===== config.mk =====
export PLATFORM = sky130hd
export DESIGN_NAME = CacheController
export DESIGN_NICKNAME = d
export VERILOG_FILES = /design/src/hdl/CachePkg.sv /design/src/hdl/CacheController.sv
export VERILOG_INCLUDE_DIRS = /design/src /design/src/hdl
export SDC_FILE = /design/constraint.sdc
export NUM_CORES = 1
export LEC_CHECK = 0
export ABC_AREA = 0
export ABC_CLOCK_PERIOD_IN_PS = 9500
export BUFFER_PORTS_ARGS = -buffer_cell sky130_fd_sc_hd__buf_2
export CAP_MARGIN = 25
export CORE_MARGIN = 5
export CORE_UTILIZATION = 35
export DETAILED_ROUTE_END_ITERATION = 7
export SLEW_MARGIN = 20
export SYNTH_ARGS = -nofsm -noshare
export SYNTH_HDL_FRONTEND = slang
export SYNTH_SLANG_ARGS = --single-unit
export TNS_END_PERCENT = 50

===== constraint.sdc =====
create_clock -name clk -period 9.5 [get_ports clk]
set_input_delay 2.375 -clock clk [delete_from_list [all_inputs] [get_ports clk]]
set_output_delay 2.375 -clock clk [all_outputs]
set_load 0.05 [all_outputs]

===== src/hdl/cache_cfg.svh =====
`ifndef CACHE_CFG_SVH
`define CACHE_CFG_SVH

// Cache geometry
`define CACHE_SETS 8
`define CACHE_WAYS 2
`define LINE_WORDS 8

// Byte address width, words are 32 bits
`define ADDR_W 32

// Address split, low to high: byte, word in line, set, tag
`define WORD_LSB 2
`define SET_LSB (`WORD_LSB + $clog2(`LINE_WORDS))
`define TAG_LSB (`SET_LSB + $clog2(`CACHE_SETS))

`endif


===== src/hdl/CachePkg.sv =====
`default_nettype none

`include "cache_cfg.svh"

package CachePkg;

    localparam SET_W = $clog2(`CACHE_SETS);
    localparam WAY_W = $clog2(`CACHE_WAYS);
    localparam OFF_W = $clog2(`LINE_WORDS);
    localparam TAG_W = `ADDR_W - `TAG_LSB;
    localparam WORD_ADDR_W = `ADDR_W - `WORD_LSB;

    typedef enum logic [2:0] {
        OP_LOAD,
        OP_STORE,
        OP_CLEAN,
        OP_INVAL,
        OP_FLUSH
    } CacheOp;

    typedef enum logic [2:0] {
        IDLE,
        EVICT_REQ,
        EVICT_WAIT,
        FILL_REQ,
        FILL_WAIT,
        FLUSH_SCAN
    } CtrlState;

    typedef enum logic {
        COPY_TO_CACHE,
        COPY_TO_EXT
    } CopyDir;

    typedef struct packed {
        logic valid;
        CacheOp op;
        logic [`ADDR_W-1:0] addr;
        logic [31:0] wdata;
    } AccessReq;

    typedef struct packed {
        logic valid;
        logic [31:0] rdata;
    } AccessRsp;

    // Line-aligned word address on the external side
    typedef struct packed {
        CopyDir dir;
        logic [WAY_W-1:0] way;
        logic [SET_W-1:0] set;
        logic [WORD_ADDR_W-1:0] extLineAddr;
    } CopyCmd;

    typedef struct packed {
        logic en;
        logic we;
        logic [WAY_W-1:0] way;
        logic [SET_W-1:0] set;
        logic [OFF_W-1:0] word;
        logic [31:0] wdata;
    } SramPort;

    typedef struct packed {
        logic valid;
        logic write;
        logic [WORD_ADDR_W-1:0] addr;
        logic [31:0] wdata;
    } ExtReq;

    typedef struct packed {
        logic valid;
        logic [31:0] rdata;
    } ExtRsp;

endpackage

`default_nettype wire


===== src/hdl/CacheController.sv =====
`timescale 1ns/1ps
`default_nettype none

`include "cache_cfg.svh"

module CacheController (
    input wire clk,
    input wire rst,

    input wire CachePkg::AccessReq req,
    output logic stall,
    output CachePkg::AccessRsp rsp,

    input wire fence,
    output logic fenceBusy,

    output logic copyReq,
    output CachePkg::CopyCmd copyCmd,
    input wire copyAck,

    output CachePkg::SramPort ctrlPort,
    input wire [31:0] ctrlRdata
);
    import CachePkg::*;

    typedef struct packed {
        logic [TAG_W-1:0] tag;
        logic valid;
        logic dirty;
        logic used;
    } TagEntry;

    TagEntry tagTable [`CACHE_SETS][`CACHE_WAYS];
    CtrlState state;
    CopyCmd fillCmd;
    logic fillAfter;
    logic rspValid;
    logic [SET_W+WAY_W:0] flushIter;

    logic [TAG_W-1:0] reqTag;
    logic [SET_W-1:0] reqSet;
    logic [OFF_W-1:0] reqWord;
    assign reqTag = req.addr[`ADDR_W-1:`TAG_LSB];
    assign reqSet = req.addr[`SET_LSB +: SET_W];
    assign reqWord = req.addr[`WORD_LSB +: OFF_W];

    // Top bit of the flush counter marks the end of the scan
    logic [WAY_W-1:0] flushWay;
    logic [SET_W-1:0] flushSet;
    logic flushDone;
    assign flushWay = flushIter[WAY_W-1:0];
    assign flushSet = flushIter[WAY_W +: SET_W];
    assign flushDone = flushIter[SET_W+WAY_W];

    logic hit;
    logic freeAvail;
    logic [WAY_W-1:0] hitWay;
    logic [WAY_W-1:0] freeWay;
    logic [WAY_W-1:0] evictWay;

    always_comb begin
        hit = 1'b0;
        freeAvail = 1'b0;
        hitWay = '0;
        freeWay = '0;
        evictWay = '0;
        for (int w = 0; w < `CACHE_WAYS; w++) begin
            if (tagTable[reqSet][w].valid && tagTable[reqSet][w].tag == reqTag) begin
                hit = 1'b1;
                hitWay = WAY_W'(w);
            end
            if (!tagTable[reqSet][w].valid) begin
                freeAvail = 1'b1;
                freeWay = WAY_W'(w);
            end
            // Victim is the way not touched last
            if (!tagTable[reqSet][w].used)
                evictWay = WAY_W'(w);
        end
    end

    logic hitDirty;
    logic isAccess;
    logic canAccept;
    logic accept;
    assign hitDirty = tagTable[reqSet][hitWay].dirty;
    assign isAccess = req.op == OP_LOAD || req.op == OP_STORE;

    always_comb begin
        case (req.op)
            OP_LOAD, OP_STORE: canAccept = hit;
            OP_CLEAN, OP_FLUSH: canAccept = !(hit && hitDirty);
            default: canAccept = 1'b1;
        endcase
    end

    assign stall = fence || fenceBusy || state != IDLE || (req.valid && !canAccept);
    assign accept = req.valid && !stall;

    function automatic CopyCmd makeCmd(CopyDir dir, logic [WAY_W-1:0] way,
                                       logic [SET_W-1:0] setIdx, logic [TAG_W-1:0] tag);
        CopyCmd cmd;
        cmd.dir = dir;
        cmd.way = way;
        cmd.set = setIdx;
        cmd.extLineAddr = {tag, setIdx, {OFF_W{1'b0}}};
        return cmd;
    endfunction

    always_comb begin
        ctrlPort.en = accept && isAccess;
        ctrlPort.we = req.op == OP_STORE;
        ctrlPort.way = hitWay;
        ctrlPort.set = reqSet;
        ctrlPort.word = reqWord;
        ctrlPort.wdata = req.wdata;
        rsp.valid = rspValid;
        rsp.rdata = ctrlRdata;
    end

    always_ff @(posedge clk) begin
        if (rst) begin
            state <= IDLE;
            copyReq <= 1'b0;
            fillAfter <= 1'b0;
            rspValid <= 1'b0;
            fenceBusy <= 1'b0;
            flushIter <= '0;
            for (int s = 0; s < `CACHE_SETS; s++) begin
                for (int w = 0; w < `CACHE_WAYS; w++) begin
                    tagTable[s][w].valid <= 1'b0;
                    tagTable[s][w].dirty <= 1'b0;
                    tagTable[s][w].used <= 1'b0;
                end
            end
        end else begin
            rspValid <= accept && req.op == OP_LOAD;

            if (accept) begin
                case (req.op)
                    OP_LOAD, OP_STORE: begin
                        for (int w = 0; w < `CACHE_WAYS; w++)
                            tagTable[reqSet][w].used <= WAY_W'(w) == hitWay;
                        if (req.op == OP_STORE)
                            tagTable[reqSet][hitWay].dirty <= 1'b1;
                    end
                    // Flush reaches here only once the line is clean
                    OP_INVAL, OP_FLUSH: begin
                        if (hit)
                            tagTable[reqSet][hitWay] <= '0;
                    end
                    default: ;
                endcase
            end

            case (state)
                IDLE: begin
                    if (fenceBusy) begin
                        state <= FLUSH_SCAN;
                    end else if (!fence && req.valid && isAccess && !hit) begin
                        fillCmd <= makeCmd(COPY_TO_CACHE, freeAvail ? freeWay : evictWay,
                                           reqSet, reqTag);
                        copyReq <= 1'b1;
                        if (!freeAvail && tagTable[reqSet][evictWay].dirty) begin
                            copyCmd <= makeCmd(COPY_TO_EXT, evictWay, reqSet,
                                               tagTable[reqSet][evictWay].tag);
                            fillAfter <= 1'b1;
                            state <= EVICT_REQ;
                        end else begin
                            copyCmd <= makeCmd(COPY_TO_CACHE, freeAvail ? freeWay : evictWay,
                                               reqSet, reqTag);
                            state <= FILL_REQ;
                        end
                        if (!freeAvail)
                            tagTable[reqSet][evictWay] <= '0;
                    end else if (!fence && req.valid && !isAccess && !canAccept) begin
                        // Dirty hit on clean or flush, write back first
                        copyCmd <= makeCmd(COPY_TO_EXT, hitWay, reqSet, reqTag);
                        copyReq <= 1'b1;
                        fillAfter <= 1'b0;
                        tagTable[reqSet][hitWay].dirty <= 1'b0;
                        state <= EVICT_REQ;
                    end
                end
                EVICT_REQ, FILL_REQ: begin
                    if (copyAck) begin
                        copyReq <= 1'b0;
                        state <= state == EVICT_REQ ? EVICT_WAIT : FILL_WAIT;
                    end
                end
                EVICT_WAIT: begin
                    if (!copyAck) begin
                        if (fillAfter) begin
                            copyCmd <= fillCmd;
                            copyReq <= 1'b1;
                            fillAfter <= 1'b0;
                            state <= FILL_REQ;
                        end else begin
                            state <= IDLE;
                        end
                    end
                end
                FILL_WAIT: begin
                    if (!copyAck) begin
                        tagTable[copyCmd.set][copyCmd.way] <= '{
                            tag: copyCmd.extLineAddr[WORD_ADDR_W-1 -: TAG_W],
                            valid: 1'b1,
                            dirty: 1'b0,
                            used: 1'b0
                        };
                        state <= IDLE;
                    end
                end
                FLUSH_SCAN: begin
                    if (flushDone) begin
                        fenceBusy <= 1'b0;
                        state <= IDLE;
                    end else begin
                        flushIter <= flushIter + 1'b1;
                        tagTable[flushSet][flushWay] <= '0;
                        if (tagTable[flushSet][flushWay].valid &&
                            tagTable[flushSet][flushWay].dirty) begin
                            copyCmd <= makeCmd(COPY_TO_EXT, flushWay, flushSet,
                                               tagTable[flushSet][flushWay].tag);
                            copyReq <= 1'b1;
                            fillAfter <= 1'b0;
                            state <= EVICT_REQ;
                        end
                    end
                end
                default: state <= IDLE;
            endcase

            // A new fence restarts the scan from the first line
            if (fence) begin
                fenceBusy <= 1'b1;
                flushIter <= '0;
            end
        end
    end

endmodule

`default_nettype wire


Yosys cells after proc, flatten, opt, wreduce, memory -nomap -nowiden. Memories as Yosys holds them, arrays and structs flattened. A register that Yosys moved wholly into a read port is not among the register bits. Index checks and enable logic that the tools add are counted. W data, S select, Z words.

Register bits after elaboration: 78. Output and inout port bits: 112. Memory bits (writable): 432. Word-level logic and storage cells: 550. Input port bits: 104. Memories: 1.

Memories: tagTable (depth 8, bits a word 54, rd ports 2, clocked after Yosys merged registers in 1, wr ports 8, RTL line CacheController.sv:33) `` TagEntry tagTable [`CACHE_SETS][`CACHE_WAYS]; ``.

Equal/unequal tests: 22. Mux-type cells: 281. Bitwise operators: 172. Reductions and logical operators: 51. Order comparisons: 8. Add/sub/neg operators: 1.

Operator list (number): $mux W54 (12); $mux W35 (8); $mux W27 (10); $mux W1 (220); $or A1 B1 Y1 (164); $reduce_or A54 Y1 (3); $demux W27 S1 (5); $pmux W35 S3 (1); $eq A24 B24 Y1 (2); $mux W3 (14); $logic_and A1 B1 Y1 (18); $reduce_and A8 Y1 (2); $pmux W3 S5 (1); $ne A2 B2 Y1 const B (7); $eq A3 B2 Y1 const B (4); $mux W2 (6); $reduce_or A2 Y1 (5); $eq A3 B3 Y1 const B (3); $ne A3 B3 Y1 const B (3); $ge A2 B2 Y1 const B (4); $lt A2 B1 Y1 const B (4); $not A1 Y2 (4); $logic_not A1 Y1 (7); $reduce_and A7 Y1 (1); other kinds (16) (27).

Longest topological paths before layout. An unclocked memory read counts as a cell.

Depth after elaboration: 27. Mapped depth: 16. Mapped depth without buffers: 9.

Least setup slack after synthesis. Ideal clock, no wire load.

Path kind: input port to output port. Start point: input port req[39] in the netlist's numbering. End point: output port ctrlPort[40] in the netlist's numbering. Arrival: 5.797 ns. Setup slack: 1.328 ns. Data required time: 7.125 ns. Stages on the path: 13. Path buffers: 5. Path through: buf_4 buf_6 buf_6 buf_6 buf_4 mux4_2 mux2i_1 xnor2_1 nor3_1 nand4_1 nor4_4 a21boi_1 nor3_1.

RTL lines: start, declared (RTL line CacheController.sv:10) `input wire CachePkg::AccessReq req,`; end, declared (RTL line CacheController.sv:21) `output CachePkg::SramPort ctrlPort,`.

Final worst setup path.
Start point: input port req[38] in the netlist's numbering. End point: output port stall.

Longest elaborated chain between the ends: 14. Elaborated cells between the ends (all ways): 18. Classes of those cells: eq/ne: 2; mux: 7; bitwise: 1; reduce/logical: 7; memory: 1.

RTL lines: $mem_v2 Z8 W54 *; $eq A24 B24 Y1 (RTL line CacheController.sv:68) `if (tagTable[reqSet][w].valid && tagTable[reqSet][w].tag == reqTag) begin`; $logic_and A1 B1 Y1 (RTL line CacheController.sv:68); $mux W1 (RTL line CacheController.sv:68); $not A1 Y2 (not written as such) (RTL line CacheController.sv:86) `assign hitDirty = tagTable[reqSet][hitWay].dirty;`; $mux W2 (not written as such) (3 in series) (RTL line CacheController.sv:86); $logic_and A1 B1 Y1 (RTL line CacheController.sv:92) `OP_CLEAN, OP_FLUSH: canAccept = !(hit && hitDirty);`; $logic_not A1 Y1 (RTL line CacheController.sv:92); $pmux W1 S2 * (RTL line CacheController.sv:90) `case (req.op)`; $logic_not A1 Y1 * (RTL line CacheController.sv:97) `assign stall = fence || fenceBusy || state != IDLE || (req.valid && !canAccept);`; $logic_and A1 B1 Y1 * (RTL line CacheController.sv:97); $logic_or A1 B1 Y1 * (RTL line CacheController.sv:97); end, declared (RTL line CacheController.sv:11) `output logic stall,`.

Mark *: on every way between the ends. The rest lies on a longest branch, timed or not. The select of a mux whose other input is x is not followed.

==> results.yml <==
clock_network:
  cts_setup_buffers: 0
  insertion_delay_ns: 0.62
  h-tree-depth: 2
  cts_tree: "yes"
  numCtsBuffers: 53
  ctsResizeCount: 0
  cts_root_buf: "clkbuf_16"
  clkTransAtPathRegs_ns: 0.06
  cts_hold_buffers: 0
  cts.sinks: 496
  clock_path_buffers: 3
global_routing:
  grt_usage_pct: 20.1
  grt_overflow: 0
  grt_max_degree: 54
  grt_pass1_vias: 16400
  grt_pass1_wl_um: 116000
  antenna_found_initial: 6
setup_path:
  cp_slowest_cell: "or4_4"
  path_cells: "buf_4 -> buf_12 -> mux4_2 -> mux2i_1 -> xnor2_1 -> nor4_1 -> nand4b_1 -> or4_4 -> o211ai_2 -> a21boi_1 -> a211o_1 -> buf_2"
  critPathCaptureType: "output pin"
  crit_buf_inv: 3
  critPathArrivalTime_ns: 6.49
  setup.worst_path.class: "in2out"
  crit_fanout: 27
  crit_path_max_incr_delay_ns: 0.64
  cp_top_family: "simple AND/OR/NAND/NOR gates"
  cp-start-kind: "input port"
  critPathRequiredTime_ns: 7.13
route:
  antenna_left: 0
  first_pass_iters: 6
  wl_um: 81300
  vias: 16500
  wl_per_cell_um: 29.9
  viasPerCell: 6.07
  drc: 0
  drtIter0Drc: 1879
finish:
  layout-drive-gt1-share_pct: 24.8
  fill_cells: 6670
  area_growth_pct: 11.2
  fin_nets: 1821
synthesis:
  ys_seq_area_share_pct: 57.7
  synth_cells: 1698
  synth_flop_cell: "edfxtp_1"
  synth.distinct_cells: 77
  synthArstFlopShare_pct: 0
  yosys_warnings: 0
  synth_edf_count: 481
  synth-seq-cells: 496
  syn_area_per_cell_um2: 15.1
  syn_area_um2: 25600
floorplanning:
  initial_core_util_pct: 35.2
  io_pins: 216
  die-width_um: 280
  dieArea_um2: 78600
  die_y_um: 280
  core_um2: 72700
  num_rows: 99
min_path:
  hp-class: "reg2reg"
timing:
  slew_headroom_pct: 24.9
  finalHoldViolations: 0
  period_share_pct: 93.3
  worstMarginPinSlew_ns: 1.12
  fin_crit_ns: 8.87
  grt_setup_unrepaired: "false"
  slew_violations: 0
  fin_setup_tns_ns: 0
  setup_viol: 0
  whs_ns: 0.541
  fmax_mhz: 113
  skew_ns: 0.0158
pwr:
  leakage_nw: 9.83
  ir_drop_mv: 0.132
  p_per_area_nw_per_um2: 188
run:
  cap_viol_max_count: 0
place:
  gp_congestion: 0.884
  dp_hpwl_um: 50700
  io_buffers: 76
run_status:
  outcome: "complete, no violations"
==> final timing paths <==
kind                                startpoint        endpoint  slack (ns)  cells past startpoint
worst min-delay path                fillCmd[5]      copyCmd[5]        0.54                      2
worst max-delay path                   req[38]           stall        0.63                     12
worst min register to register      fillCmd[5]      copyCmd[5]        0.54                      2
worst max register to register  tagTable[7][3]  tagTable[0][4]        4.50                     10
==> through the flow <==
stage / util [%] / std cells / power, mW / area [um2] / worst slack (ns)
after floorplan: - / 1700 / 3.07 / 25600 / 1.33
after global placement: 36.6 / 2617 / 3.26 / 26600 / 0.848
after detailed placement: 36.6 / 2618 / 3.26 / 26600 / 0.773
after CTS: 39.0 / 2716 / 5.38 / 28400 / 0.764
after global routing: 39.1 / 2719 / 5.52 / 28400 / 0.552
final: 39.1 / 2722 / 5.36 / 28400 / 0.635
==> worst register-to-register path, cell delays in order (launching register included) <==
cell      delay (ns)
edfxtp_1        0.39
mux4_2          0.47
mux2i_1         0.32
xnor2_1         0.18
nor4_1          0.50
nand4b_1        0.27
or4_4           0.64
o21ai_4         0.30
o21ai_2         0.33
nor2_4          0.99
buf_4           0.31
==> cells in the final DEF (no fill, tap or decap), drive strengths merged, types with 26 or more instances in the layout <==
cell type	synthesis	routed
nor2	68	68
mux2i	201	201
and2	39	39
clkbuf	51	62
nor3	26	26
a22oi	34	34
nand2	66	66
a21oi	47	47
mux4	160	160
o21ai	57	57
nand3	49	49
o22ai	28	28
buf	131	143
edfxtp	481	481
==> registers in the layout, indices dropped and copies added, names as in the netlist, 3 cells and up, named ones only <==
| signal | flops |
|---|---|
| copyCmd | 29 |
| state | 3 |
| fillCmd | 28 |
| flushIter | 5 |
| tagTable | 424 |
==> synthesized netlist by cell type (all sizes together) (3+ instances only) <==
library cell,instances,area (um2)
nand2,66,250
nor3,26,130
and2,39,244
clkbuf,51,191
a22oi,34,255
edfxtp,481,14400
or2,3,18.8
a21o,12,90.1
nor4,14,115
or4,3,26.3
xnor2,15,131
a211oi,12,105
nand2b,12,75.1
o22ai,28,175
nand3,49,245
xor2,18,158
inv,17,63.8
dfxtp,15,300
o2111ai,4,35.0
or3,10,62.6
nor2b,8,50.1
o21a,4,30.0
mux2,17,191
nand3b,3,22.5
a21boi,6,45.1
and3b,4,35.0
buf,131,988
o21ai,57,300
o211ai,13,103
a21oi,47,235
o31ai,5,37.5
and3,8,50.1
mux4,160,3620
mux2i,201,2020
a22o,15,131
a31oi,5,31.3
nor2,68,255
nor4b,4,35.0
nor3b,3,22.5
nand4,8,50.1
==> logic make-up after synthesis <==
family	Yosys count	share of synthesized area (%)
flip-flops	496	57.7
buffers and inverters	200	4.88
other	1	0.0147
AND/OR/NAND/NOR	335	6.87
AO/OA/AOI/OAI	254	6.57
adder cells (fa/ha/maj)	1	0.0489
XOR/XNOR	33	1.13
multiplexers	378	22.8
==> area by class of cell <==
| type | count | area, um2 | area share (%) |
|---|---|---|---|
| Inverter | 18 | 67.6 | 0.238 |
| Clock buffer | 62 | 1360 | 4.78 |
| Antenna cell | 4 | 10.0 | 0.0352 |
| Clock inverter | 36 | 407 | 1.43 |
| Timing Repair Buffer | 143 | 1010 | 3.56 |
| Multi-Input combinational cell | 1004 | 9630 | 33.8 |
| Tap cell | 959 | 1200 | 4.22 |
| Sequential cell | 496 | 14800 | 51.9 |
==> routing by layer <==
layer	vias to the layer above	track usage [%]	routed length, um
met1	8551	27.1	32500
met4	4	8.01	3830
li1	6789	-	-
met2	917	31.9	37300
met3	249	4.51	7600
met5	-	0	22
==> report_power, final <==
group	switching [mW]	total, mW	internal [mW]
combinational	0.519	0.727	0.207
sequential	0.0406	2.50	2.46
clock	0.886	2.13	1.25
total	1.45	5.36	3.91
Note: power is estimated with default switching activity, not from simulation.
