File: src/hdl/cache_cfg.svh
`ifndef CACHE_CFG_SVH
`define CACHE_CFG_SVH

// Cache geometry
`define CACHE_SETS 8
`define CACHE_WAYS 2
`define LINE_WORDS 8

// Byte address width, words are 32 bits
`define ADDR_W 32

// Address split, low to high: byte, word in line, set, tag
`define WORD_LSB 2
`define SET_LSB (`WORD_LSB + $clog2(`LINE_WORDS))
`define TAG_LSB (`SET_LSB + $clog2(`CACHE_SETS))

`endif

File: src/hdl/CachePkg.sv
`default_nettype none

`include "cache_cfg.svh"

package CachePkg;

    localparam SET_W = $clog2(`CACHE_SETS);
    localparam WAY_W = $clog2(`CACHE_WAYS);
    localparam OFF_W = $clog2(`LINE_WORDS);
    localparam TAG_W = `ADDR_W - `TAG_LSB;
    localparam WORD_ADDR_W = `ADDR_W - `WORD_LSB;

    typedef enum logic [2:0] {
        OP_LOAD,
        OP_STORE,
        OP_CLEAN,
        OP_INVAL,
        OP_FLUSH
    } CacheOp;

    typedef enum logic [2:0] {
        IDLE,
        EVICT_REQ,
        EVICT_WAIT,
        FILL_REQ,
        FILL_WAIT,
        FLUSH_SCAN
    } CtrlState;

    typedef enum logic {
        COPY_TO_CACHE,
        COPY_TO_EXT
    } CopyDir;

    typedef struct packed {
        logic valid;
        CacheOp op;
        logic [`ADDR_W-1:0] addr;
        logic [31:0] wdata;
    } AccessReq;

    typedef struct packed {
        logic valid;
        logic [31:0] rdata;
    } AccessRsp;

    // Line-aligned word address on the external side
    typedef struct packed {
        CopyDir dir;
        logic [WAY_W-1:0] way;
        logic [SET_W-1:0] set;
        logic [WORD_ADDR_W-1:0] extLineAddr;
    } CopyCmd;

    typedef struct packed {
        logic en;
        logic we;
        logic [WAY_W-1:0] way;
        logic [SET_W-1:0] set;
        logic [OFF_W-1:0] word;
        logic [31:0] wdata;
    } SramPort;

    typedef struct packed {
        logic valid;
        logic write;
        logic [WORD_ADDR_W-1:0] addr;
        logic [31:0] wdata;
    } ExtReq;

    typedef struct packed {
        logic valid;
        logic [31:0] rdata;
    } ExtRsp;

endpackage

`default_nettype wire

File: src/hdl/LineCopyEngine.sv
`timescale 1ns/1ps
`default_nettype none

module LineCopyEngine (
    input wire clk,
    input wire rst,

    input wire copyReq,
    input wire CachePkg::CopyCmd copyCmd,
    output logic copyAck,

    output CachePkg::SramPort enginePort,
    input wire [31:0] engineRdata,

    output CachePkg::ExtReq extReq,
    input wire extReady,
    input wire CachePkg::ExtRsp extRsp
);
    import CachePkg::*;

    typedef enum logic [2:0] {
        ENG_IDLE,
        ENG_READ,
        ENG_WRITE,
        ENG_REQ,
        ENG_WAIT,
        ENG_ACK
    } EngState;

    EngState state;
    logic [OFF_W-1:0] wordCnt;
    logic lastWord;
    assign lastWord = &wordCnt;

    always_ff @(posedge clk) begin
        if (rst) begin
            state <= ENG_IDLE;
            wordCnt <= '0;
        end else begin
            case (state)
                ENG_IDLE: begin
                    if (copyReq) begin
                        wordCnt <= '0;
                        state <= copyCmd.dir == COPY_TO_EXT ? ENG_READ : ENG_REQ;
                    end
                end
                // SRAM data shows up the cycle after the read
                ENG_READ: state <= ENG_WRITE;
                ENG_WRITE: begin
                    if (extReady) begin
                        wordCnt <= wordCnt + 1'b1;
                        state <= lastWord ? ENG_ACK : ENG_READ;
                    end
                end
                ENG_REQ: begin
                    if (extReady)
                        state <= ENG_WAIT;
                end
                ENG_WAIT: begin
                    if (extRsp.valid) begin
                        wordCnt <= wordCnt + 1'b1;
                        state <= lastWord ? ENG_ACK : ENG_REQ;
                    end
                end
                ENG_ACK: begin
                    if (!copyReq)
                        state <= ENG_IDLE;
                end
                default: state <= ENG_IDLE;
            endcase
        end
    end

    assign copyAck = state == ENG_ACK;

    always_comb begin
        extReq.valid = state == ENG_WRITE || state == ENG_REQ;
        extReq.write = state == ENG_WRITE;
        extReq.addr = {copyCmd.extLineAddr[WORD_ADDR_W-1:OFF_W], wordCnt};
        extReq.wdata = engineRdata;

        // Fill data goes straight into the line as it returns
        enginePort.en = state == ENG_READ || (state == ENG_WAIT && extRsp.valid);
        enginePort.we = state == ENG_WAIT;
        enginePort.way = copyCmd.way;
        enginePort.set = copyCmd.set;
        enginePort.word = wordCnt;
        enginePort.wdata = extRsp.rdata;
    end

endmodule

`default_nettype wire

File: config.mk
export PLATFORM = sky130hd
export DESIGN_NAME = LineCopyEngine
export DESIGN_NICKNAME = d
export VERILOG_FILES = /design/src/hdl/CachePkg.sv /design/src/hdl/LineCopyEngine.sv
export VERILOG_INCLUDE_DIRS = /design/src /design/src/hdl
export SDC_FILE = /design/constraint.sdc
export NUM_CORES = 1
export LEC_CHECK = 0
export BUFFER_PORTS_ARGS = -buffer_cell sky130_fd_sc_hd__buf_2
export CORE_AREA = 4 4 79 81
export DETAILED_ROUTE_END_ITERATION = 10
export DIE_AREA = 0 0 83 85
export PLACE_DENSITY = 0.77
export SETUP_SLACK_MARGIN = 0.5
export SYNTH_ARGS = -nofsm -noshare
export SYNTH_HDL_FRONTEND = slang
export SYNTH_SLANG_ARGS = --single-unit
File: constraint.sdc
create_clock -name clk -period 2.3 [get_ports clk]
set_input_delay 0.46 -clock clk [delete_from_list [all_inputs] [get_ports clk]]
set_output_delay 0.46 -clock clk [all_outputs]
set_load 0.05 [all_outputs]
# [Yosys cells after proc, flatten, opt, wreduce, memory -nomap -nowiden]
# Cells that the tools add are included.
[word_totals] ff_bits=6 wordCells=34 input_bits=104
[classes] eq_ne=10 mux=13 add_sub_neg=1 n_reduce_logical=8
[ops] operator="two-way mux 3 bit" n=10
[ops] operator="case mux 3 bit (6 select lines)" n=1
[ops] operator="case mux 3 bit (3 select lines)" n=1
[ops] operator="== test 3 x 2 -> 1 bit (second input constant)" n=2
[ops] operator="== test 3 bit (second input constant)" n=2
[ops] operator="inequality test 2 bit (second input constant)" n=3
[ops] operator="AND reduction 5 bit" n=1
[ops] operator="inequality test 2 x 1 -> 1 bit (second input constant)" n=2
[ops] operator="AND reduction 4 bit" n=1
[ops] operator="adder 3 x 1 -> 3 bit (second input constant)" n=1
[ops] operator="== test 3 x 1 -> 1 bit (second input constant)" n=1
[ops] operator="logical NOT 3 bit" n=1
[ops] operator="AND reduction 3 bit" n=1
[ops] operator="nonzero test 3 bit" n=1
[ops] operator="logical OR 1 bit" n=2
[ops] operator="two-way mux 2 bit" n=1
[ops] operator="logical AND 1 bit" n=1

# [Depth between registers and ports, before layout]
# Gate-level depths: netlist of run 1.
[depth] ltp_word=4 ltp_mapped=6 depth_no_buf=6

# [Least setup slack after synthesis of run 1]
# Ideal clock, no wire load.
[synth_timing] path_kind="reg2reg" from="register state[2]" to="register wordCnt[0]" setup_slack_ns=0.507 setup_ns=0.121 period_less_slack_ns=1.793 arrival_time_ns=1.672 stages_incl_launch_ff=5 t_required_ns=2.179 path_cell_list="dfxtp_1 buf_6 nor3b_2 a221oi_2 mux2_4"
[synth_lines] element="start, declared" line="LineCopyEngine.sv:30" rtl="EngState state;"
[synth_lines] element="start signal, assigned" line="LineCopyEngine.sv:44" rtl="state <= copyCmd.dir == COPY_TO_EXT ? ENG_READ : ENG_REQ;"
[synth_lines] element="start signal, assigned" line="LineCopyEngine.sv:52" rtl="state <= lastWord ? ENG_ACK : ENG_READ;"
[synth_lines] element="start signal, assigned" line="LineCopyEngine.sv:62" rtl="state <= lastWord ? ENG_ACK : ENG_REQ;"
[synth_lines] element="end signal, assigned" line="LineCopyEngine.sv:51" rtl="wordCnt <= wordCnt + 1'b1;"
[synth_lines] element="end signal, assigned" line="LineCopyEngine.sv:61" rtl="wordCnt <= wordCnt + 1'b1;"
[synth_lines] element="end, declared" line="LineCopyEngine.sv:31" rtl="logic [OFF_W-1:0] wordCnt;"

==> impl_metrics.py, run 1 <==
metrics = {
    "global_route": {
        "grt_pass1_wl_mm": 2.84,
        "grt_overflow_total": 0,
        "antenna_found_initial": 0,
        "grt_pass1_vias": 524,
        "groute.usage.overall": 0.0553,
        "grt_start_max_net_pins": 13,
    },
    "pwr": {
        "leakage_nw": 0.278,
        "seq_power_share": 0.324,
        "power.internal_uw": 266,
        "combPwrFrac": 0.298,
        "power.share.clock": 0.378,
        "ir_drop_mv": 0.0894,
        "p_sw_frac": 0.351,
        "p_switching_uw": 144,
        "p_per_area_nw_per_um2": 655,
        "p_total_uw": 409,
    },
    "floorplanning": {
        "fp.coreArea_sq_um": 5470,
        "initial_core_util": 0.212,
        "dieArea_sq_um": 7060,
        "die_y_um": 85,
        "io_pins": 210,
        "fp-row-count": 27,
        "die_w_um": 83,
    },
    "worst_setup_path": {
        "r2r_cells": 3,
        "endpoint_kind": "primary output",
        "worstSetupEndpoint": "enginePort[40]",
        "start_kind": "flip-flop",
        "r2r_slack_ns": 1.00,
        "critPathKind": "flip-flop to primary output",
        "worst-endpoint-arrival_ns": 1.24,
        "crit_required_ns": 1.84,
        "worst-path-max-fanout": 12,
        "r2r_start": "state[2]$_SDFFE_PP0P_",
        "r2r_end": "wordCnt[0]$_SDFFE_PP0P_",
        "crit_path_start": "state[0]$_SDFFE_PP0P_",
    },
    "cts": {
        "cts_tree": "yes",
        "clock_path_buffers": 2,
        "clk_pin_slew_worst_paths_ns": 0.03,
        "clock_latency_ns": 0.22,
        "htree_levels": 1,
        "cts_hold_buffers": 0,
        "cts_sinks": 6,
        "cts_root_buffer": "clkbuf_8",
        "cts-buffers-inserted": 3,
    },
    "final_layout": {
        "final_nets": 175,
        "syn2layout_area_growth_pct": -46.2,
        "diodes": 0,
        "finalInstanceArea_sq_um": 624,
        "layout-drive-gt1-share": 0.418,
        "nFillCells": 641,
    },
    "synth": {
        "synth_top_area_share": 0.640,
        "yosysSeqAreaShare": 0.103,
        "syn_inst": 148,
        "yosysWarnings": 0,
        "ys_ff_latch": 6,
        "synthArstFlopShare": 0,
        "synth_area_leaders": "buf_4 (64%), dfxtp_1 (10%), a21oi_1 (2.2%)",
        "syn-cell-area_sq_um": 1160,
        "synth_edf_count": 0,
        "ys_types": 28,
        "synth.largest_area_cell": "buf_4",
        "synth_ff_type": "dfxtp_1",
        "synth.avg_cell_area_sq_um": 7.85,
        "syn_nets": 254,
    },
    "timing": {
        "setup-violations-final": 0,
        "worstMarginPinSlew_ns": 0.331,
        "maxSlewHeadroom": 0.779,
        "max_freq_mhz": 588,
        "fin_ws_ns": 0.599,
        "tns_ns": 0,
        "hold_violations": 0,
        "skew_ns": 0.00216,
        "finalMaxSlewViolations": 0,
        "finalCritPeriodShare": 0.740,
        "rsz0062_at_grt": "no",
        "fin_crit_ns": 1.70,
    },
    "placement": {
        "place.port_buffers": 16,
        "gp_congestion": 0.741,
        "dp_hpwl_mm": 1.48,
        "place_ws_ns": 0.663,
        "postPlaceCellArea_sq_um": 577,
    },
    "drt": {
        "drc_errors": 0,
        "drt_iter0_drc": 13,
        "dr.pass1.iters": 2,
        "detail_route.wl_per_cell_um": 13.2,
        "vias_per_cell": 3.78,
        "vias": 525,
        "ant_nets": 0,
        "finalWirelength_mm": 1.83,
    },
    "min_path": {
        "hold_path.class": "input port to flip-flop",
    },
    "outcome": {
        "status": "complete, no violations",
    },
    "job": {
        "drv_cap": 0,
    },
}
## critical path, stage by stage (launching register included)
cell and delay (ns):
dfxtp_2 0.38, inv_2 0.08, nand2_1 0.06, mux2i_1 0.12, and2b_1 0.13, buf_2 0.25
## flip-flops by register name, summed over array words and instances, names as in the netlist
name	flops
wordCnt	3
state	3
## cell usage after synthesis (2+ instances only)
library cell	instances
nor2_1	5
a22o_1	2
inv_1	2
nand2_1	5
buf_4	99
dfxtp_1	6
ha_1	2
o21ai_0	3
a21oi_1	5
## power groups by stage
| stage | registers (mW) | clock network [mW] | logic (mW) |
|---|---|---|---|
| after floorplan | 0.128 | 0 | 0.546 |
| after global placement | 0.132 | 0 | 0.122 |
| after detailed placement | 0.133 | 0 | 0.123 |
| after CTS | 0.133 | 0.161 | 0.124 |
| after global routing | 0.135 | 0.165 | 0.132 |
| final | 0.132 | 0.155 | 0.122 |
## layout by cell type, fill, tap and decap left out, types with 2 or more instances in the layout
cell      netlist  final
a21oi_1         5      5
nor2_1          5      5
inv_1           2      2
clkbuf_8        0      3
dfxtp_1         6      3
nand2_1         5      5
ha_1            2      2
buf_2           0     15
o21ai_0         3      3
a22o_1          2      2
dfxtp_2         0      3
## timing repair
item | 4_1_cts | 5_1_grt
setup buffers | 0 | 0
endpoints found under the setup margin | 4 | 0
gates resized for setup | 4 | 0
## cell type report
type | count | area, sq um | share of cell area
inverter | 3 | 11.3 | 0.0180
multi-input combinational | 39 | 275 | 0.441
clock buffer | 3 | 41.3 | 0.0661
timing repair buffer | 16 | 82.6 | 0.132
sequential | 6 | 124 | 0.198
tap | 72 | 90.1 | 0.144
## metal layers
| metal | global-route usage | vias up | wire length (um) |
|---|---|---|---|
| met2 | 0.0627 | 64 | 734 |
| met3 | 0.0427 | 34 | 316 |
| li1 | - | 216 | - |
| met1 | 0.0460 | 211 | 578 |
| met4 | 0.0951 | 0 | 201 |
| met5 | 0 | - | 0 |
## kinds of logic after synthesis
kind of cell / share of synthesized area
buffers and inverters: 0.659
XOR/XNOR: 0.00754
flip-flops: 0.103
adder cells (fa/ha/maj): 0.0215
multiplexers: 0.0215
AND/OR/NAND/NOR: 0.0873
AO/OA/AOI/OAI: 0.0991
## per-stage QoR
step	cells	util	hold WS [ns]
after floorplan	148	-	0.529
after CTS	139	0.114	0.488
after global routing	139	0.114	0.500
after detailed placement	136	0.105	0.551
after global placement	136	0.105	0.556
final	139	0.114	0.495
## worst min path at each step
stage / start / to / slack, ns / cells past startpoint
2_1_floorplan: rst / state[0]$_SDFFE_PP0P_ / 0.53 / 1
3_3_place_gp: wordCnt[1]$_SDFFE_PP0P_ / wordCnt[1]$_SDFFE_PP0P_ / 0.56 / 1
3_5_place_dp: wordCnt[1]$_SDFFE_PP0P_ / wordCnt[1]$_SDFFE_PP0P_ / 0.55 / 1
4_1_cts: extReady / state[1]$_SDFFE_PP0P_ / 0.49 / 2
5_1_grt: extReady / state[1]$_SDFFE_PP0P_ / 0.50 / 2
6_report: extReady / state[1]$_SDFFE_PP0P_ / 0.49 / 2
Note: power is estimated with default switching activity, not from simulation.
==> run 2: changes to the inputs <==
- clock period: 2.3 -> 1.6 ns (I/O delays scaled with it)
==> run 2 against run 1 <==
  * Clock power grew 44%
  * Cell area rose by 44%
  * Sequential cell count did not move
  * Setup slack got worse by 0.43 ns
  * Sequential share of layout area is 3.9 points lower
  * Utilization increased by 5.0 points
  * Via count grew 6.7%
  * Non-clock buffer count is 8 higher
  * Critical path type unchanged
  * Largest cell class unchanged
==> impl_metrics.py, run 2 (synthesis results as in run 1) <==
metrics = {
    "timing": {
        "worstMarginPinSlew_ns": 0.322,
        "skew_ns": 0.00268,
        "fin_crit_ns": 1.43,
        "finalCritPeriodShare": 0.893,
        "worst_hold_slack_ns": 0.352,
        "tns_ns": 0,
        "hold_violations": 0,
        "rsz0062_at_grt": "yes",
        "maxSlewHeadroom": 0.785,
        "setup-violations-final": 0,
        "finalMaxSlewViolations": 0,
        "max_freq_mhz": 700,
    },
    "worst_setup_path": {
        "path_cells": "inv_4 -> nand2_2 -> mux2i_1 -> and2b_2 -> buf_8",
        "cpPeakStageDelay_ns": 0.36,
        "critPathKind": "flip-flop to primary output",
        "endpoint_kind": "primary output",
        "worst_path_max_delay_cell": "dfxtp_4",
        "crit_required_ns": 1.28,
        "worst-endpoint-arrival_ns": 1.11,
        "start_kind": "flip-flop",
        "worst-path-max-fanout": 4,
    },
    "final_layout": {
        "syn2layout_area_growth_pct": -22.7,
        "layout-drive-gt1-share": 0.640,
        "finalInstanceArea_sq_um": 897,
        "top_regs": "state (3), wordCnt (3)",
        "final_nets": 183,
        "utilization": 0.164,
        "diodes": 0,
        "layout_common_cells": "buf_8 (7), buf_4 (6), dfxtp_4 (6), a21oi_1 (5), buf_2 (5)",
        "nFillCells": 622,
        "final_common_cell": "buf_8",
    },
    "drt": {
        "ant_nets": 0,
        "vias_per_cell": 3.81,
        "drt_iter0_drc": 21,
        "dr.pass1.iters": 4,
        "finalWirelength_mm": 2.31,
        "detail_route.wl_per_cell_um": 15.7,
        "vias": 560,
        "drc_errors": 0,
    },
    "global_route": {
        "antenna_found_initial": 0,
        "grt_overflow_total": 0,
        "grt_start_max_net_pins": 10,
        "grt_pass1_vias": 602,
        "grt_pass1_wl_mm": 3.42,
        "groute.usage.overall": 0.0629,
    },
    "cts": {
        "clock_latency_ns": 0.22,
        "cts-buffers-inserted": 3,
        "cts_sinks": 6,
        "clock_path_buffers": 2,
        "htree_levels": 1,
        "cts_tree": "yes",
        "clk_pin_slew_worst_paths_ns": 0.04,
        "cts_root_buffer": "clkbuf_8",
    },
    "floorplanning": {
        "initial_core_util": 0.212,
        "die_y_um": 85,
        "fp-row-count": 27,
        "fp.coreArea_sq_um": 5470,
        "io_pins": 210,
        "die_w_um": 83,
        "dieArea_sq_um": 7060,
    },
    "placement": {
        "postPlaceCellArea_sq_um": 619,
        "place.port_buffers": 16,
        "gp_congestion": 0.786,
        "dp_hpwl_mm": 1.85,
    },
    "min_path": {
        "hold_path.class": "input port to flip-flop",
    },
    "pwr": {
        "ir_drop_mv": 0.289,
        "p_total_uw": 686,
        "leakage_nw": 0.336,
        "p_per_area_nw_per_um2": 765,
    },
    "job": {
        "drv_cap": 0,
    },
    "outcome": {
        "status": "complete, no violations",
    },
}
-- run 2: cell types whose count changed in the layout (fill, tap and decap cells not counted), moves of 5 or more --
cell / previous run / this run
buf_2: 15 / 5
buf_4: 1 / 6
buf_8: 0 / 7
dfxtp_4: 0 / 6
-- run 2: layer usage --
metal,vias up,share of wire,GRT usage
li1,233,-,-
met1,249,0.28,0.0511
met2,48,0.42,0.0853
met3,30,0.22,0.0641
met4,0,0.077,0.0594
met5,-,0,0
-- run 2: power by group --
group	switching, mW	internal (mW)	total [mW]
sequential	0.0275	0.160	0.187
combinational	0.150	0.126	0.276
clock	0.0621	0.161	0.223
total	0.240	0.447	0.686
-- run 2: final cells by class --
cell class / instances / area (sq um) / area share
inverters: 3 / 17.5 / 0.0195
repair buffers: 24 / 269 / 0.300
clock buffers: 3 / 41.3 / 0.0460
multi-input cells: 39 / 337 / 0.375
well taps: 72 / 90.1 / 0.100
flip-flops and latches: 6 / 143 / 0.159
-- run 2: path summary, 6_finish.rpt --
path	from	end	slack [ns]	cells after the start
max reg2reg	state[2]$_SDFFE_PP0P_	wordCnt[0]$_SDFFE_PP0P_	0.33	5
min	extReady	state[1]$_SDFFE_PP0P_	0.35	2
max	state[0]$_SDFFE_PP0P_	enginePort[40]	0.17	5
min reg2reg	wordCnt[1]$_SDFFE_PP0P_	wordCnt[1]$_SDFFE_PP0P_	0.54	1
-- run 2: through the flow --
stage	instances	setup slack, ns
floorplan	148	0.0567
global placement	138	0.210
detailed placement	138	0.203
CTS	146	0.150
global route	147	0.0806
finish	147	0.171
-- run 2: what timing repair did --
| item | CTS | global route |
|---|---|---|
| pin swaps | 4 | 3 |
| endpoints found under the setup margin | 17 | 17 |
| resized for setup | 45 | 9 |
| hold buffers | 0 | 0 |
| buffers inserted | 5 | 1 |
-- run 2: worst max-delay path, delay by kind of cell (launching register included) --
| family | cells | cell delay (ns) |
|---|---|---|
| simple gates | 2 | 0.21 |
| flops | 1 | 0.36 |
| mux | 1 | 0.12 |
| buf+inv | 2 | 0.20 |
==> run 3: changes to the inputs <==
- MAX_ROUTING_LAYER: not set -> met4
==> run 3 against run 2 <==
  * Final cell count stayed put
  * Global-route usage is 0.19 points higher
  * Critical path depth stayed put
  * Non-clock buffer count stayed put
  * Combinational power hardly changed
  * Via count stayed put
  * Maximum frequency hardly changed
  * Count of clock-buffer cells in the layout stayed put
  * Critical path type unchanged
  * Total power hardly changed
  * Sequential power hardly changed
==> impl_metrics.py, run 3 (synthesis results as in run 1) <==
metrics = {
    "pwr": {
        "combPwrFrac": 0.402,
        "p_switching_uw": 239,
        "p_total_uw": 686,
        "power.internal_uw": 447,
        "seq_power_share": 0.273,
        "power.share.clock": 0.326,
        "p_per_area_nw_per_um2": 765,
        "leakage_nw": 0.336,
        "p_sw_frac": 0.349,
        "ir_drop_mv": 0.289,
    },
    "cts": {
        "cts_sinks": 6,
        "cts_tree": "yes",
        "clk_pin_slew_worst_paths_ns": 0.04,
        "cts_hold_buffers": 0,
        "clock_latency_ns": 0.22,
        "htree_levels": 1,
        "clock_path_buffers": 2,
        "cts-buffers-inserted": 3,
        "cts_root_buffer": "clkbuf_8",
    },
    "drt": {
        "vias": 560,
        "vias_per_cell": 3.81,
        "drc_errors": 0,
        "finalWirelength_mm": 2.30,
        "drt_iter0_drc": 21,
        "dr.pass1.iters": 4,
        "detail_route.wl_per_cell_um": 15.7,
        "ant_nets": 0,
    },
    "placement": {
        "gp_congestion": 0.797,
        "place.port_buffers": 16,
        "dp.cells": 138,
        "dp_hpwl_mm": 1.85,
        "postPlaceCellArea_sq_um": 619,
    },
    "worst_setup_path": {
        "critPathKind": "flip-flop to primary output",
        "r2r_cells": 5,
        "r2r_start": "state[2]$_SDFFE_PP0P_",
        "r2r_slack_ns": 0.33,
        "worst-endpoint-arrival_ns": 1.11,
        "r2r_end": "wordCnt[0]$_SDFFE_PP0P_",
        "crit_required_ns": 1.28,
        "start_kind": "flip-flop",
        "endpoint_kind": "primary output",
        "worst-path-max-fanout": 4,
    },
    "min_path": {
        "hold_path.class": "input port to flip-flop",
        "hold_start": "extReady",
        "hold-path-cell-count": 2,
        "whs_endpoint": "state[1]$_SDFFE_PP0P_",
    },
    "final_layout": {
        "syn2layout_area_growth_pct": -22.7,
        "top_regs": "state (3), wordCnt (3)",
        "finalInstanceArea_sq_um": 897,
        "final_nets": 183,
        "instances_no_fill": 147,
        "utilization": 0.164,
        "layout_common_cells": "buf_8 (7), buf_4 (6), dfxtp_4 (6), a21oi_1 (5), buf_2 (5)",
        "layout-drive-gt1-share": 0.640,
        "nFillCells": 622,
        "diodes": 0,
        "final_common_cell": "buf_8",
    },
    "floorplanning": {
        "die_w_um": 83,
        "fp-row-count": 27,
        "fp.coreArea_sq_um": 5470,
        "dieArea_sq_um": 7060,
        "io_pins": 210,
        "initial_core_util": 0.212,
        "die_y_um": 85,
    },
    "timing": {
        "max_freq_mhz": 700,
        "fin_crit_ns": 1.43,
        "maxSlewHeadroom": 0.785,
        "rsz0062_at_grt": "yes",
        "finalCritPeriodShare": 0.893,
        "setup-violations-final": 0,
        "hold_violations": 0,
        "tns_ns": 0,
        "worstMarginPinSlew_ns": 0.322,
        "finalMaxSlewViolations": 0,
        "skew_ns": 0.00269,
    },
    "outcome": {
        "status": "complete, no violations",
    },
    "global_route": {
        "grt_pass1_wl_mm": 3.43,
        "groute.usage.overall": 0.0648,
        "antenna_found_initial": 0,
        "grt_overflow_total": 0,
        "grt_start_max_net_pins": 10,
        "grt_pass1_vias": 602,
    },
    "job": {
        "drv_cap": 0,
    },
}
-- run 3: cell counts in the layout (fill, tap and decap cells not counted) --
Identical to the previous run, type by type.
-- run 3: area by class of cell --
class	count	area, sq um	share of cell area
timing repair buffer	24	269	0.300
inverter	3	17.5	0.0195
tap	72	90.1	0.100
multi-input combinational	39	337	0.375
sequential	6	143	0.159
clock buffer	3	41.3	0.0460
-- run 3: worst max path at each step --
stage                               start  slack, ns                      end  cells past startpoint
floorplan           state[2]$_SDFFE_PP0P_       0.06  wordCnt[0]$_SDFFE_PP0P_                      4
global placement    state[1]$_SDFFE_PP0P_       0.21               extReq[62]                      3
detailed placement  state[1]$_SDFFE_PP0P_       0.20               extReq[62]                      3
CTS                 state[0]$_SDFFE_PP0P_       0.15           enginePort[40]                      5
global route        state[0]$_SDFFE_PP0P_       0.08           enginePort[40]                      5
finish              state[0]$_SDFFE_PP0P_       0.17           enginePort[40]                      5
-- run 3: worst max-delay path: stages, from the launching register on --
cell and delay, ns:
dfxtp_4 0.36, inv_4 0.06, nand2_2 0.04, mux2i_1 0.12, and2b_2 0.17, buf_8 0.14
-- run 3: repair_timing --
| action | in CTS | in global routing |
|---|---|---|
| buffers inserted | 5 | 1 |
| pin swaps | 4 | 3 |
| resized for setup | 45 | 9 |
| endpoints found under the setup margin | 17 | 17 |
-- run 3: routing by layer --
| layer | track usage | part of all wire |
|---|---|---|
| met3 | 0.0641 | 0.22 |
| met4 | 0.0594 | 0.077 |
| met1 | 0.0511 | 0.28 |
| met5 | - | 0 |
| met2 | 0.0853 | 0.42 |
-- run 3: per-stage QoR --
| step | setup WS, ns | hold slack (ns) |
|---|---|---|
| finish | 0.171 | 0.352 |
| global route | 0.0806 | 0.367 |
| CTS | 0.150 | 0.347 |
| detailed placement | 0.203 | 0.504 |
| global placement | 0.210 | 0.488 |
| floorplan | 0.0567 | 0.389 |
-- run 3: power groups by stage --
stage                     clock (mW)  combinational (mW)  sequential, mW
after global routing           0.244               0.296           0.190
after floorplan                    0               0.796           0.188
final                          0.223               0.276           0.187
after detailed placement           0               0.208           0.186
after CTS                      0.231               0.262           0.185
after global placement             0               0.205           0.186
